### src/source/arith_ctrl_pkg.sv
// arithmetic unit control types

package arith_ctrl_pkg;

    // operation code as seen on op_code
    typedef enum logic [1:0] {
        op_add  = 2'b00,
        op_sub  = 2'b01,
        op_mul  = 2'b10,
        op_rsvd = 2'b11  // ignored by an idle unit
    } opcode_t;

    // sequencer states
    typedef enum logic [3:0] {
        st_idle,
        st_load_a,   // first word into A
        st_load_q,   // first word into Q, A and Q[-1] cleared
        st_load_m,   // second word into M
        st_add_m,    // A gets the adder result
        st_shift_1,  // first arithmetic right shift
        st_shift_2,  // second arithmetic right shift
        st_count,    // next radix-4 step
        st_push_a,   // low word of A to the bus
        st_push_q    // Q to the bus
    } ctrl_state_t;

    // what the adder adds to A
    typedef enum logic [1:0] {
        fn_add,   // +M
        fn_sub,   // -M
        fn_booth  // +-M or +-2M from the recoded Q bits
    } alu_func_t;

    typedef logic [3:0] credit_t;  // output credits held

endpackage

### src/source/arith_data_pkg.sv
// arithmetic unit data types

package arith_data_pkg;

    localparam int word_width = 8;  // operand and result width

    // one word on in_data or out_data
    typedef logic [word_width-1:0] word_t;

    // accumulator A, one guard bit above the word
    typedef logic [word_width:0] acc_t;

    // radix-4 retires two multiplier bits per step
    localparam int booth_iters = word_width / 2;

    // counts finished booth steps
    typedef logic [2:0] iter_t;

endpackage

### src/source/arith_datapath.sv
// accumulator datapath with booth recoder

`timescale 1ns/1ps

module arith_datapath (
    input  logic                      clk,
    input  logic                      rst,
    input  arith_data_pkg::word_t     in_data,
    input  logic                      load_a,
    input  logic                      load_q,
    input  logic                      load_m,
    input  logic                      clear_acc,
    input  logic                      add_en,
    input  logic                      shift_en,
    input  logic                      push_a,
    input  logic                      push_q,
    input  arith_ctrl_pkg::alu_func_t func,
    output logic                      booth_nonzero,
    output arith_data_pkg::word_t     out_data
);

    import arith_ctrl_pkg::*;
    import arith_data_pkg::*;

    acc_t  acc;          // register A
    logic  acc_sign;     // true sign of A, survives a 2M add past the guard bit
    word_t q_reg;        // register Q, multiplier then low product
    logic  q_m1;         // Q[-1]
    word_t m_reg;        // register M

    logic [2:0] booth_bits;  // Q[1], Q[0], Q[-1]
    acc_t  m_ext;            // M sign extended
    acc_t  m_dbl;            // 2M
    acc_t  addend;
    logic  negate;           // subtract the addend

    logic [word_width+1:0] addend_ext;
    logic [word_width+1:0] operand_b;
    logic [word_width+1:0] sum_full;   // A plus operand, no overflow

    assign booth_bits = {q_reg[1:0], q_m1};
    assign booth_nonzero = (booth_bits != 3'b000) && (booth_bits != 3'b111);

    assign m_ext = {m_reg[word_width-1], m_reg};
    assign m_dbl = {m_reg, 1'b0};  // still fits in the guard bit

    // pick the magnitude and direction of the add
    always_comb begin
        addend = '0;
        negate = 1'b0;
        case (func)
            fn_add: begin
                addend = m_ext;
            end
            fn_sub: begin
                addend = m_ext;
                negate = 1'b1;
            end
            fn_booth: begin
                case (booth_bits)
                    3'b001, 3'b010: begin
                        addend = m_ext;  // +M
                    end
                    3'b011: begin
                        addend = m_dbl;  // +2M
                    end
                    3'b100: begin
                        addend = m_dbl;  // -2M
                        negate = 1'b1;
                    end
                    3'b101, 3'b110: begin
                        addend = m_ext;  // -M
                        negate = 1'b1;
                    end
                    default: begin
                        addend = '0;     // run of equal bits
                    end
                endcase
            end
            default: begin
                addend = '0;
            end
        endcase
    end

    // two's complement subtract by invert and carry in
    assign addend_ext = {addend[word_width], addend};
    assign operand_b  = negate ? ~addend_ext : addend_ext;
    assign sum_full   = {acc_sign, acc} + operand_b + {{(word_width + 1){1'b0}}, negate};

    // A and Q[-1]
    always_ff @(posedge clk) begin
        if (rst || clear_acc) begin
            acc      <= '0;
            acc_sign <= 1'b0;
            q_m1     <= 1'b0;
        end else if (load_a) begin
            acc      <= {in_data[word_width-1], in_data};
            acc_sign <= in_data[word_width-1];
        end else if (add_en) begin
            acc      <= sum_full[word_width:0];
            acc_sign <= sum_full[word_width+1];
        end else if (shift_en) begin
            acc  <= {acc_sign, acc[word_width:1]};  // arithmetic shift, sign kept
            q_m1 <= q_reg[0];
        end
    end

    // Q takes the bit falling out of A
    always_ff @(posedge clk) begin
        if (load_q) begin
            q_reg <= in_data;
        end else if (shift_en) begin
            q_reg <= {acc[0], q_reg[word_width-1:1]};
        end
    end

    always_ff @(posedge clk) begin
        if (load_m) begin
            m_reg <= in_data;
        end
    end

    // result word onto the bus
    always_comb begin
        if (push_a) begin
            out_data = acc[word_width-1:0];  // sum, difference or high product
        end else if (push_q) begin
            out_data = q_reg;                // low product
        end else begin
            out_data = '0;
        end
    end

endmodule

### src/source/arith_unit_top.sv
// sequential arithmetic unit

`timescale 1ns/1ps

module arith_unit_top #(
    parameter int out_credits = 2  // consumer buffer depth
) (
    input  logic                    clk,
    input  logic                    rst,
    input  logic                    start,
    input  arith_ctrl_pkg::opcode_t op_code,
    input  arith_data_pkg::word_t   in_data,    // operand words, start cycle first
    output arith_data_pkg::word_t   out_data,
    output logic                    out_valid,
    input  logic                    out_credit,
    output logic                    done,
    output logic                    busy
);

    import arith_ctrl_pkg::*;

    // sequencer to datapath
    logic      load_a;
    logic      load_q;
    logic      load_m;
    logic      clear_acc;
    logic      add_en;
    logic      shift_en;
    logic      push_a;
    logic      push_q;
    alu_func_t func;

    logic booth_nonzero;  // datapath to sequencer
    logic credit_avail;   // tracker to sequencer

    booth_control u_control (
        .clk           (clk),
        .rst           (rst),
        .start         (start),
        .op_code       (op_code),
        .booth_nonzero (booth_nonzero),
        .credit_avail  (credit_avail),
        .load_a        (load_a),
        .load_q        (load_q),
        .load_m        (load_m),
        .clear_acc     (clear_acc),
        .add_en        (add_en),
        .shift_en      (shift_en),
        .push_a        (push_a),
        .push_q        (push_q),
        .func          (func),
        .out_valid     (out_valid),
        .done          (done),
        .busy          (busy)
    );

    arith_datapath u_datapath (
        .clk           (clk),
        .rst           (rst),
        .in_data       (in_data),
        .load_a        (load_a),
        .load_q        (load_q),
        .load_m        (load_m),
        .clear_acc     (clear_acc),
        .add_en        (add_en),
        .shift_en      (shift_en),
        .push_a        (push_a),
        .push_q        (push_q),
        .func          (func),
        .booth_nonzero (booth_nonzero),
        .out_data      (out_data)
    );

    out_credit_tracker #(
        .out_credits (out_credits)
    ) u_credits (
        .clk          (clk),
        .rst          (rst),
        .out_valid    (out_valid),
        .out_credit   (out_credit),
        .credit_avail (credit_avail)
    );

endmodule

### src/source/booth_control.sv
// operation sequencer

`timescale 1ns/1ps

module booth_control (
    input  logic                      clk,
    input  logic                      rst,
    input  logic                      start,          // sampled in idle only
    input  arith_ctrl_pkg::opcode_t   op_code,
    input  logic                      booth_nonzero,  // low when no add is needed
    input  logic                      credit_avail,   // consumer can take a word
    output logic                      load_a,
    output logic                      load_q,
    output logic                      load_m,
    output logic                      clear_acc,
    output logic                      add_en,
    output logic                      shift_en,
    output logic                      push_a,
    output logic                      push_q,
    output arith_ctrl_pkg::alu_func_t func,
    output logic                      out_valid,
    output logic                      done,
    output logic                      busy
);

    import arith_ctrl_pkg::*;
    import arith_data_pkg::*;

    ctrl_state_t state;       // registered state
    ctrl_state_t act_state;   // state acting in this cycle
    ctrl_state_t next_state;
    opcode_t     op_q;        // opcode latched at start
    iter_t       iter;        // finished booth steps
    logic        accept;      // legal start seen in idle
    logic        is_mul;
    logic        last_iter;

    // reserved opcode never leaves idle
    assign accept = (state == st_idle) && start && (op_code != op_rsvd);

    // the start cycle already loads the first word
    // so idle acts as a load state when a start is accepted
    always_comb begin
        act_state = state;
        if (accept) begin
            if (op_code == op_mul) begin
                act_state = st_load_q;
            end else begin
                act_state = st_load_a;
            end
        end
    end

    assign is_mul    = (op_q == op_mul);
    assign last_iter = (iter == iter_t'(booth_iters - 1));  // fourth step

    always_comb begin
        next_state = act_state;
        case (act_state)
            st_idle: begin
                next_state = st_idle;
            end
            st_load_a, st_load_q: begin
                next_state = st_load_m;  // second word follows right away
            end
            st_load_m: begin
                if (is_mul && !booth_nonzero) begin
                    next_state = st_shift_1;  // recoded digit is zero
                end else begin
                    next_state = st_add_m;
                end
            end
            st_add_m: begin
                next_state = is_mul ? st_shift_1 : st_push_a;
            end
            st_shift_1: begin
                next_state = st_shift_2;
            end
            st_shift_2: begin
                next_state = last_iter ? st_push_a : st_count;
            end
            st_count: begin
                // Q already holds the next bit triple
                next_state = booth_nonzero ? st_add_m : st_shift_1;
            end
            st_push_a: begin
                if (credit_avail) begin
                    next_state = is_mul ? st_push_q : st_idle;
                end
            end
            st_push_q: begin
                if (credit_avail) begin
                    next_state = st_idle;
                end
            end
            default: begin
                next_state = st_idle;
            end
        endcase
    end

    always_ff @(posedge clk) begin
        if (rst) begin
            state <= st_idle;
            op_q  <= op_add;
            iter  <= '0;
        end else begin
            state <= next_state;
            if (accept) begin
                op_q <= op_code;
            end
            if (act_state == st_load_m) begin
                iter <= '0;  // fresh count per operation
            end else if (act_state == st_count) begin
                iter <= iter + iter_t'(1);
            end
        end
    end

    // datapath strobes, one per acting state
    assign load_a    = (act_state == st_load_a);
    assign load_q    = (act_state == st_load_q);
    assign clear_acc = (act_state == st_load_q);  // mul starts from A = 0, Q[-1] = 0
    assign load_m    = (act_state == st_load_m);
    assign add_en    = (act_state == st_add_m);
    assign shift_en  = (act_state == st_shift_1) || (act_state == st_shift_2);
    assign push_a    = (act_state == st_push_a);
    assign push_q    = (act_state == st_push_q);

    // adder function follows the latched opcode
    always_comb begin
        case (op_q)
            op_sub:  func = fn_sub;
            op_mul:  func = fn_booth;
            default: func = fn_add;
        endcase
    end

    assign out_valid = (push_a || push_q) && credit_avail;  // held back without credit
    assign done      = out_valid && (push_q || !is_mul);    // last word of the result
    assign busy      = (state != st_idle);

endmodule

### src/source/out_credit_tracker.sv
// output credit counter

`timescale 1ns/1ps

module out_credit_tracker #(
    parameter int out_credits = 2  // words the consumer can buffer, 1 to 15
) (
    input  logic clk,
    input  logic rst,
    input  logic out_valid,    // one word sent, one credit spent
    input  logic out_credit,   // one credit returned
    output logic credit_avail
);

    import arith_ctrl_pkg::*;

    credit_t credit_cnt;  // credits in hand

    always_ff @(posedge clk) begin
        if (rst) begin
            credit_cnt <= credit_t'(out_credits);  // consumer starts empty
        end else begin
            case ({out_valid, out_credit})
                2'b10: begin
                    credit_cnt <= credit_cnt - credit_t'(1);
                end
                2'b01: begin
                    credit_cnt <= credit_cnt + credit_t'(1);
                end
                default: begin
                    credit_cnt <= credit_cnt;  // none or both
                end
            endcase
        end
    end

    assign credit_avail = (credit_cnt != '0);

endmodule

### config.mk
export PLATFORM = sky130hd
export DESIGN_NAME = arith_unit_top
export DESIGN_NICKNAME = d
export VERILOG_FILES = /design/src/source/arith_ctrl_pkg.sv /design/src/source/arith_data_pkg.sv /design/src/source/arith_datapath.sv /design/src/source/arith_unit_top.sv /design/src/source/booth_control.sv /design/src/source/out_credit_tracker.sv
export SDC_FILE = /design/constraint.sdc
export NUM_CORES = 1
export LEC_CHECK = 0
export BUFFER_PORTS_ARGS = -buffer_cell sky130_fd_sc_hd__buf_2
export CORE_MARGIN = 5
export CORE_UTILIZATION = 50
export CTS_CLUSTER_DIAMETER = 80
export DETAILED_ROUTE_END_ITERATION = 8
export GPL_TIMING_DRIVEN = 0
export HOLD_SLACK_MARGIN = 0.1
export PLACE_DENSITY = 0.7
export SYNTH_ARGS = -nofsm -noshare
export SYNTH_HDL_FRONTEND = slang
export SYNTH_SLANG_ARGS = --single-unit
### constraint.sdc
create_clock -name clk -period 6.35 [get_ports clk]
set_clock_uncertainty 0.1 [all_clocks]
set_input_delay 0.9525 -clock clk [delete_from_list [all_inputs] [get_ports clk]]
set_output_delay 0.9525 -clock clk [all_outputs]
set_load 0.05 [all_outputs]
==> run_results.csv, run 1 <==
group,metric,value,unit
synth,postSynthAreaPerCell,8.88,um2
clock_network,ctsHoldBuffers,0,
synth,yosysMostFrequentCell,"nand2_1",
clock_network,post_cts.repair.setup_buffers,0,
routing,drt_iter0_markers,198,
synth,syn_nets,347,
floorplanning,die_y,84.5,um
synth,synth-main-ff-cell,"dfxtp_1",
routing,first_pass_iters,4,
min_path,hold_path.startpoint,"u_control.iter[1]",
floorplanning,start_util,51.0,%
grt,grt.total_usage,20.1,%
critical_path,endpoint_kind,"flip-flop",
synth,synth_top_area_share,17.3,%
routing,num_vias,2436,
synth,synth_area,2770,um2
timing,finalCritPeriodShare,55.8,%
synth,ys_ff_latch,40,
synth,synthTopCellsByArea,"dfxtp_1, edfxtp_1, ha_1",
critical_path,worstPathCellList,"inv_1 -> ha_1 -> mux2_2 -> and2_1 -> clkbuf_1 -> a22oi_1 -> xnor2_1 -> ha_1 -> a21oi_1 -> nor3_1 -> a2111oi_0 -> o31ai_1 -> xnor2_1 -> o21ai_1 -> and3_1",
timing,max-slew-margin-rel,42.3,%
timing,hold_viol_final,0,
cells_and_area,drive_gt1_share,14.8,%
clock_network,clock_path_buffers,2,
clock_network,clk_pin_slew,0.08,ns
synth,synth_edf_count,16,
synth,async_reset_ff_share,0,%
routing,wl_per_cell,16.9,um
synth,synthTopCellsByCount,"nand2_1, nor2_1, dfxtp_1",
synth,yosysSeqAreaShare,34.7,%
floorplanning,rows,27,
timing,rsz0062_at_grt,"false",
clock_network,cts_max_level,2,
run_status,outcome,"completed",
min_path,worstHoldPathType,"reg -> reg",
critical_path,worstSetupPathType,"reg -> reg",
routing,antenna_left,0,
synth,yosys.area.top_type,"dfxtp_1",
critical_path,critical_path_arrival,3.65,ns
clock_network,postCtsResizedCells,0,
floorplanning,io_pins,25,
grt,grt_antenna_before_repair,0,
synth,synth_cells,312,
grt,grt.overflow.total,0,
cells_and_area,nNetsFinal,378,
timing,finalMaxSlewViolations,0,
critical_path,slowest_delay,0.42,ns
clock_network,cts_tree,"built",
timing,fin_crit,3.54,ns
pwr,p_leak,0.00125,uW
grt,grt_pass1_vias,2346,
synth,ys_types,57,
routing,drt_wl_total,7.01,mm
cells_and_area,finish.utilization,56.9,%
floorplanning,fp.dieW,84.5,um
floorplanning,die_area,7130,um2
placed_design,port_buffers,24,
critical_path,cp-startpoint,"u_datapath.q_reg[0]",
cells_and_area,diodes,0,
critical_path,worstPathMaxFanout,7,
placed_design,hpwl,5.01,mm
floorplanning,core,5440,um2
cells_and_area,largest_reg_flops,9,
synth,synth_warnings,0,
placed_design,placed_area,2980,um2
critical_path,slowest_stage,"edfxtp_1",
critical_path,critPathRequiredTime,6.45,ns
timing,tns,0,ns
critical_path,critPathLaunchType,"flip-flop",
flow_run,max_cap_viol_count,0,
clock_network,cts_made_buffers,5,
timing,tightest_slew,0.863,ns
cells_and_area,fin_area,3090,um2
critical_path,worst-r2r-setup-slack,2.81,ns
clock_network,clock-sinks,40,
timing,finalSetupViolations,0,
pwr,power_density,238,nW/um2
clock_network,insertion_delay,0.30,ns
grt,grt_pass1_wl,11.5,mm
routing,via_per_inst,5.86,
placed_design,place_congestion,0.960,
cells_and_area,syn_to_final_growth,11.6,%
timing,fmax,282,MHz
clock_network,clockRootBuffer,"clkbuf_8",
pwr,ir_drop,0.000147,V
routing,drcViolationCount,0,
critical_path,reg2reg_from,"u_datapath.q_reg[0]",
grt,grt_max_degree,14,
-- logic make-up (layout without fill, tap and decap cells) --
family	after synthesis	in the layout	synth area share, %
AND/OR/NAND/NOR	109	109	19.5
AO/OA/AOI/OAI	79	79	19.4
flip-flops	40	40	34.7
buffers and inverters	30	62	5.24
adder cells (fa/ha/maj)	21	21	10.0
XOR/XNOR	19	19	6.00
multiplexers	14	14	5.19
-- final timing paths --
path,endpoint,cells after the start
setup / recovery,u_datapath.acc_sign,15
hold reg to reg,u_control.iter[1],2
hold / removal,u_control.iter[1],2
setup reg to reg,u_datapath.acc_sign,15
-- per-stage QoR --
| step | hold slack [ns] | worst slack, ns | std cells | power (uW) |
|---|---|---|---|---|
| 2_1_floorplan | 0.336 | 3.16 | 312 | 473 |
| 3_3_place_gp | 0.346 | 2.86 | 408 | 520 |
| 3_5_place_dp | 0.375 | 2.86 | 408 | 524 |
| 4_1_cts | 0.390 | 2.84 | 416 | 736 |
| 5_1_grt | 0.410 | 2.45 | 416 | 775 |
| 6_report | 0.385 | 2.81 | 416 | 736 |
-- routing by layer --
layer	global-route usage, %	vias to the layer above	part of all wire, %
li1	-	1186	-
met3	3.43	20	4.9
met4	7.19	0	2.4
met5	0	-	0
met1	26.7	1153	46
met2	33.1	77	46
-- critical path: cells and delay by family, from the launching register on --
family,cells,cell delay [ns]
AO/OA/AOI/OAI,5,1.07
XOR/XNOR,2,0.32
adder cells (fa/ha/maj),2,0.53
buffers and inverters,2,0.30
flip-flops,1,0.42
multiplexers,1,0.29
AND/OR/NAND/NOR,3,0.41
-- power breakdown --
part           internal (uW)  switching, uW
sequential               290           19.0
clock                    116           97.3
combinational           87.1            126
total                    494            242
-- cells in the final DEF, fill, tap and decap left out, types with 5 or more instances in the layout --
cell / n
buf_2: 28
nor2b_1: 9
inv_1: 15
mux2i_1: 11
a31oi_1: 5
clkbuf_8: 5
nor2_1: 31
a21oi_1: 20
nor3b_1: 5
ha_1: 19
dfxtp_1: 24
nor3_1: 5
a22oi_1: 9
nand2_1: 36
o21ai_1: 6
edfxtp_1: 16
o21ai_0: 13
xnor2_1: 15
-- final cells by class --
type	count	area (um2)
fill	535	2350
multi-input combinational	242	1670
sequential	40	961
timing repair buffer	24	120
tap	72	90.1
buffer	14	80.1
clock buffer	5	68.8
inverter	16	65.1
clock inverter	3	42.5
No activity file was read; power rests on OpenSTA's default activity.
==> inputs of run 2 (changes only) <==
--- a/config.mk
+++ b/config.mk
@@ -5,6 +5,7 @@
 export SDC_FILE = /design/constraint.sdc
 export NUM_CORES = 1
 export LEC_CHECK = 0
+export ABC_AREA = 1
 export BUFFER_PORTS_ARGS = -buffer_cell sky130_fd_sc_hd__buf_2
 export CORE_MARGIN = 5
 export CORE_UTILIZATION = 50
@@ -12,7 +13,7 @@
 export DETAILED_ROUTE_END_ITERATION = 8
 export GPL_TIMING_DRIVEN = 0
 export HOLD_SLACK_MARGIN = 0.1
-export PLACE_DENSITY = 0.7
+export PLACE_DENSITY = 0.72
 export SYNTH_ARGS = -nofsm -noshare
 export SYNTH_HDL_FRONTEND = slang
 export SYNTH_SLANG_ARGS = --single-unit
==> constraint.sdc (replaced) <==
create_clock -name clk -period 2.9 [get_ports clk]
set_clock_uncertainty 0.1 [all_clocks]
set_input_delay 0.435 -clock clk [delete_from_list [all_inputs] [get_ports clk]]
set_output_delay 0.435 -clock clk [all_outputs]
set_load 0.05 [all_outputs]
==> run 2 against run 1 <==
  * The run now ends with negative setup slack left
  * Final cell count up 22%
  * Synthesized area up 4.5%
  * Hold slack worse by 0.16 ns
  * Setup slack worse by 2.8 ns
  * Clock power up 80%
  * Maximum frequency up 22%
  * Largest power group is now combinational cells
  * Design area up 19%
  * Register-to-register slack worse by 2.8 ns
  * Non-clock buffer count up 8
==> run_results.csv, run 2 <==
group,metric,value,unit
floorplanning,io_pins,25,
synth,syn_nets,419,
cells_and_area,syn_to_final_growth,27.1,%
routing,wl_met3,580,um
synth,yosysMostFrequentCell,"nand2_1",
timing,finalSetupViolations,1,
placed_design,placed_area,3130,um2
critical_path,endpoint_kind,"flip-flop",
timing,hold_viol_final,0,
synth,synthTopCellsByArea,"dfxtp_1, edfxtp_1, nand2_1",
clock_network,clock_path_buffers,2,
clock_network,clock-sinks,40,
pwr,p_leak,0.00167,uW
critical_path,critical_path_arrival,3.01,ns
grt,grt.total_usage,21.4,%
cells_and_area,nNetsFinal,468,
placed_design,port_buffers,24,
pwr,ir_drop,0.000438,V
run_status,violations,"negative setup slack",
grt,grt_pass1_wl,12.5,mm
synth,synth_warnings,0,
clock_network,cts_tree,"built",
routing,drt_iter0_markers,228,
min_path,worstHoldPathType,"in -> reg",
synth,synth_edf_count,16,
critical_path,worstPathMaxFanout,8,
synth,yosysSeqAreaShare,33.2,%
floorplanning,core,5570,um2
timing,finalCritPeriodShare,100,%
routing,drcViolationCount,0,
synth,synth_area,2900,um2
routing,routedLengthMet1,3.49,mm
cells_and_area,drive_gt1_share,32.5,%
flow_run,max_cap_viol_count,0,
timing,fmax,344,MHz
timing,max-slew-margin-rel,70.6,%
grt,grt_antenna_before_repair,0,
floorplanning,die_y,86.1,um
pwr,power_density,904,nW/um2
routing,num_vias,2880,
cells_and_area,diodes,0,
routing,topRoutingLayerUsed,"met4",
floorplanning,die_area,7410,um2
synth,synth_cells,384,
cells_and_area,fill_cells,457,
floorplanning,start_util,51.9,%
cells_and_area,layout_commonest_cell,"nand2_1",
critical_path,critPathLaunchType,"flip-flop",
routing,route.met2.wl,3.89,mm
clock_network,clk_pin_slew,0.09,ns
synth,yosys.area.top_type,"dfxtp_1",
timing,tightest_slew,0.440,ns
routing,drt_wl_total,8.15,mm
placed_design,hpwl,5.48,mm
timing,setup_slack,-0.0105,ns
synth,synth_top_area_share,16.6,%
synth,async_reset_ff_share,0,%
clock_network,cts_made_buffers,5,
placed_design,post-place-ws,-0.353,ns
routing,antenna_left,0,
synth,synthTopCellsByCount,"nand2_1, inv_1, nor2_1",
timing,fin_crit,2.91,ns
clock_network,clockRootBuffer,"clkbuf_8",
placed_design,place_congestion,0.930,
grt,grt.overflow.total,0,
synth,ys_types,41,
cells_and_area,layout_common_cells,"nand2_1, inv_1, nor2_1, nand3_1, buf_2",
routing,via_per_inst,5.69,
run_status,outcome,"finished, violations left",
timing,finalMaxSlewViolations,0,
critical_path,critPathRequiredTime,3.00,ns
floorplanning,fp.dieW,86.1,um
cells_and_area,largest_reg_flops,9,
floorplanning,rows,27,
grt,grt_max_degree,14,
routing,first_pass_iters,5,
synth,postSynthAreaPerCell,7.54,um2
routing,wl_per_cell,16.1,um
cells_and_area,fin_area,3680,um2
critical_path,worstSetupPathType,"reg -> reg",
clock_network,insertion_delay,0.30,ns
synth,synth-main-ff-cell,"dfxtp_1",
pwr,totalPowerFinal,3320,uW
clock_network,cts_max_level,2,
synth,ys_ff_latch,40,
grt,grt_pass1_vias,2588,
## run 2: routing by layer
metal / GRT usage (%) / up-vias
met1: 28.6 / 1347
met3: 4.80 / 23
met4: 5.90 / 0
li1: - / 1381
met5: 0 / -
met2: 34.5 / 129
## run 2: final cells by class
class                   count  area, um2  area share (%)
clock inverters             2       12.5           0.340
clock buffers               6       72.6            1.97
flip-flops and latches     40        970            26.4
well taps                  72       90.1            2.45
multi-input cells         281       1980            53.9
repair buffers             42        288            7.82
inverters                  59        224            6.09
plain buffers               4       37.5            1.02
## run 2: timing repair
item	CTS	global route
hold buffers	0	0
buffers inserted	4	15
setup endpoints to repair	8	8
pin swaps	2	33
resized for setup	11	63
## run 2: cells by family after synthesis
family | share of synthesized area (%)
AO/OA/AOI/OAI | 14.7
XOR/XNOR | 3.93
adder cells (fa/ha/maj) | 9.59
buffers and inverters | 8.73
flip-flops | 33.2
multiplexers | 1.56
AND/OR/NAND/NOR | 28.3
## run 2: where the power goes
part | internal [uW] | switching, uW | total [uW]
Clock | 169 | 218 | 386
Combinational | 763 | 1270 | 2030
Sequential | 770 | 135 | 905
Total | 1700 | 1620 | 3320
## run 2: metrics by stage
stage | TNS, ns | hold slack (ns) | std cells | util [%]
after floorplan | -0.00906 | 0.333 | 384 | -
after global placement | -1.18 | 0.348 | 480 | 56.2
after detailed placement | -1.41 | 0.359 | 480 | 56.2
after CTS | 0 | 0.218 | 492 | 59.0
after global routing | -0.645 | 0.222 | 506 | 66.0
final | -0.0105 | 0.225 | 506 | 66.0
## run 2: worst max-delay path, cell delays in order (launching register included)
cell	delay (ns)
edfxtp_1	0.40
ha_1	0.17
inv_1	0.08
o21ai_4	0.33
a32oi_2	0.17
xor2_1	0.16
ha_1	0.40
nand2_2	0.09
o21ai_2	0.17
nand2_1	0.10
nand2_1	0.10
nand2_2	0.07
nand2_1	0.06
nand2_1	0.06
nand3_1	0.10
nand3_1	0.07
nor2_1	0.11
nor2_1	0.05
## run 2: worst paths after layout
check | start | end | slack (ns) | depth (start not counted)
setup / recovery | u_datapath.q_reg[0] | u_datapath.acc[6] | -0.01 | 17
hold / removal | in_data[5] | u_datapath.m_reg[5] | 0.23 | 1
setup reg to reg | u_datapath.q_reg[0] | u_datapath.acc[6] | -0.01 | 17
hold reg to reg | u_control.iter[2] | u_control.iter[2] | 0.37 | 2
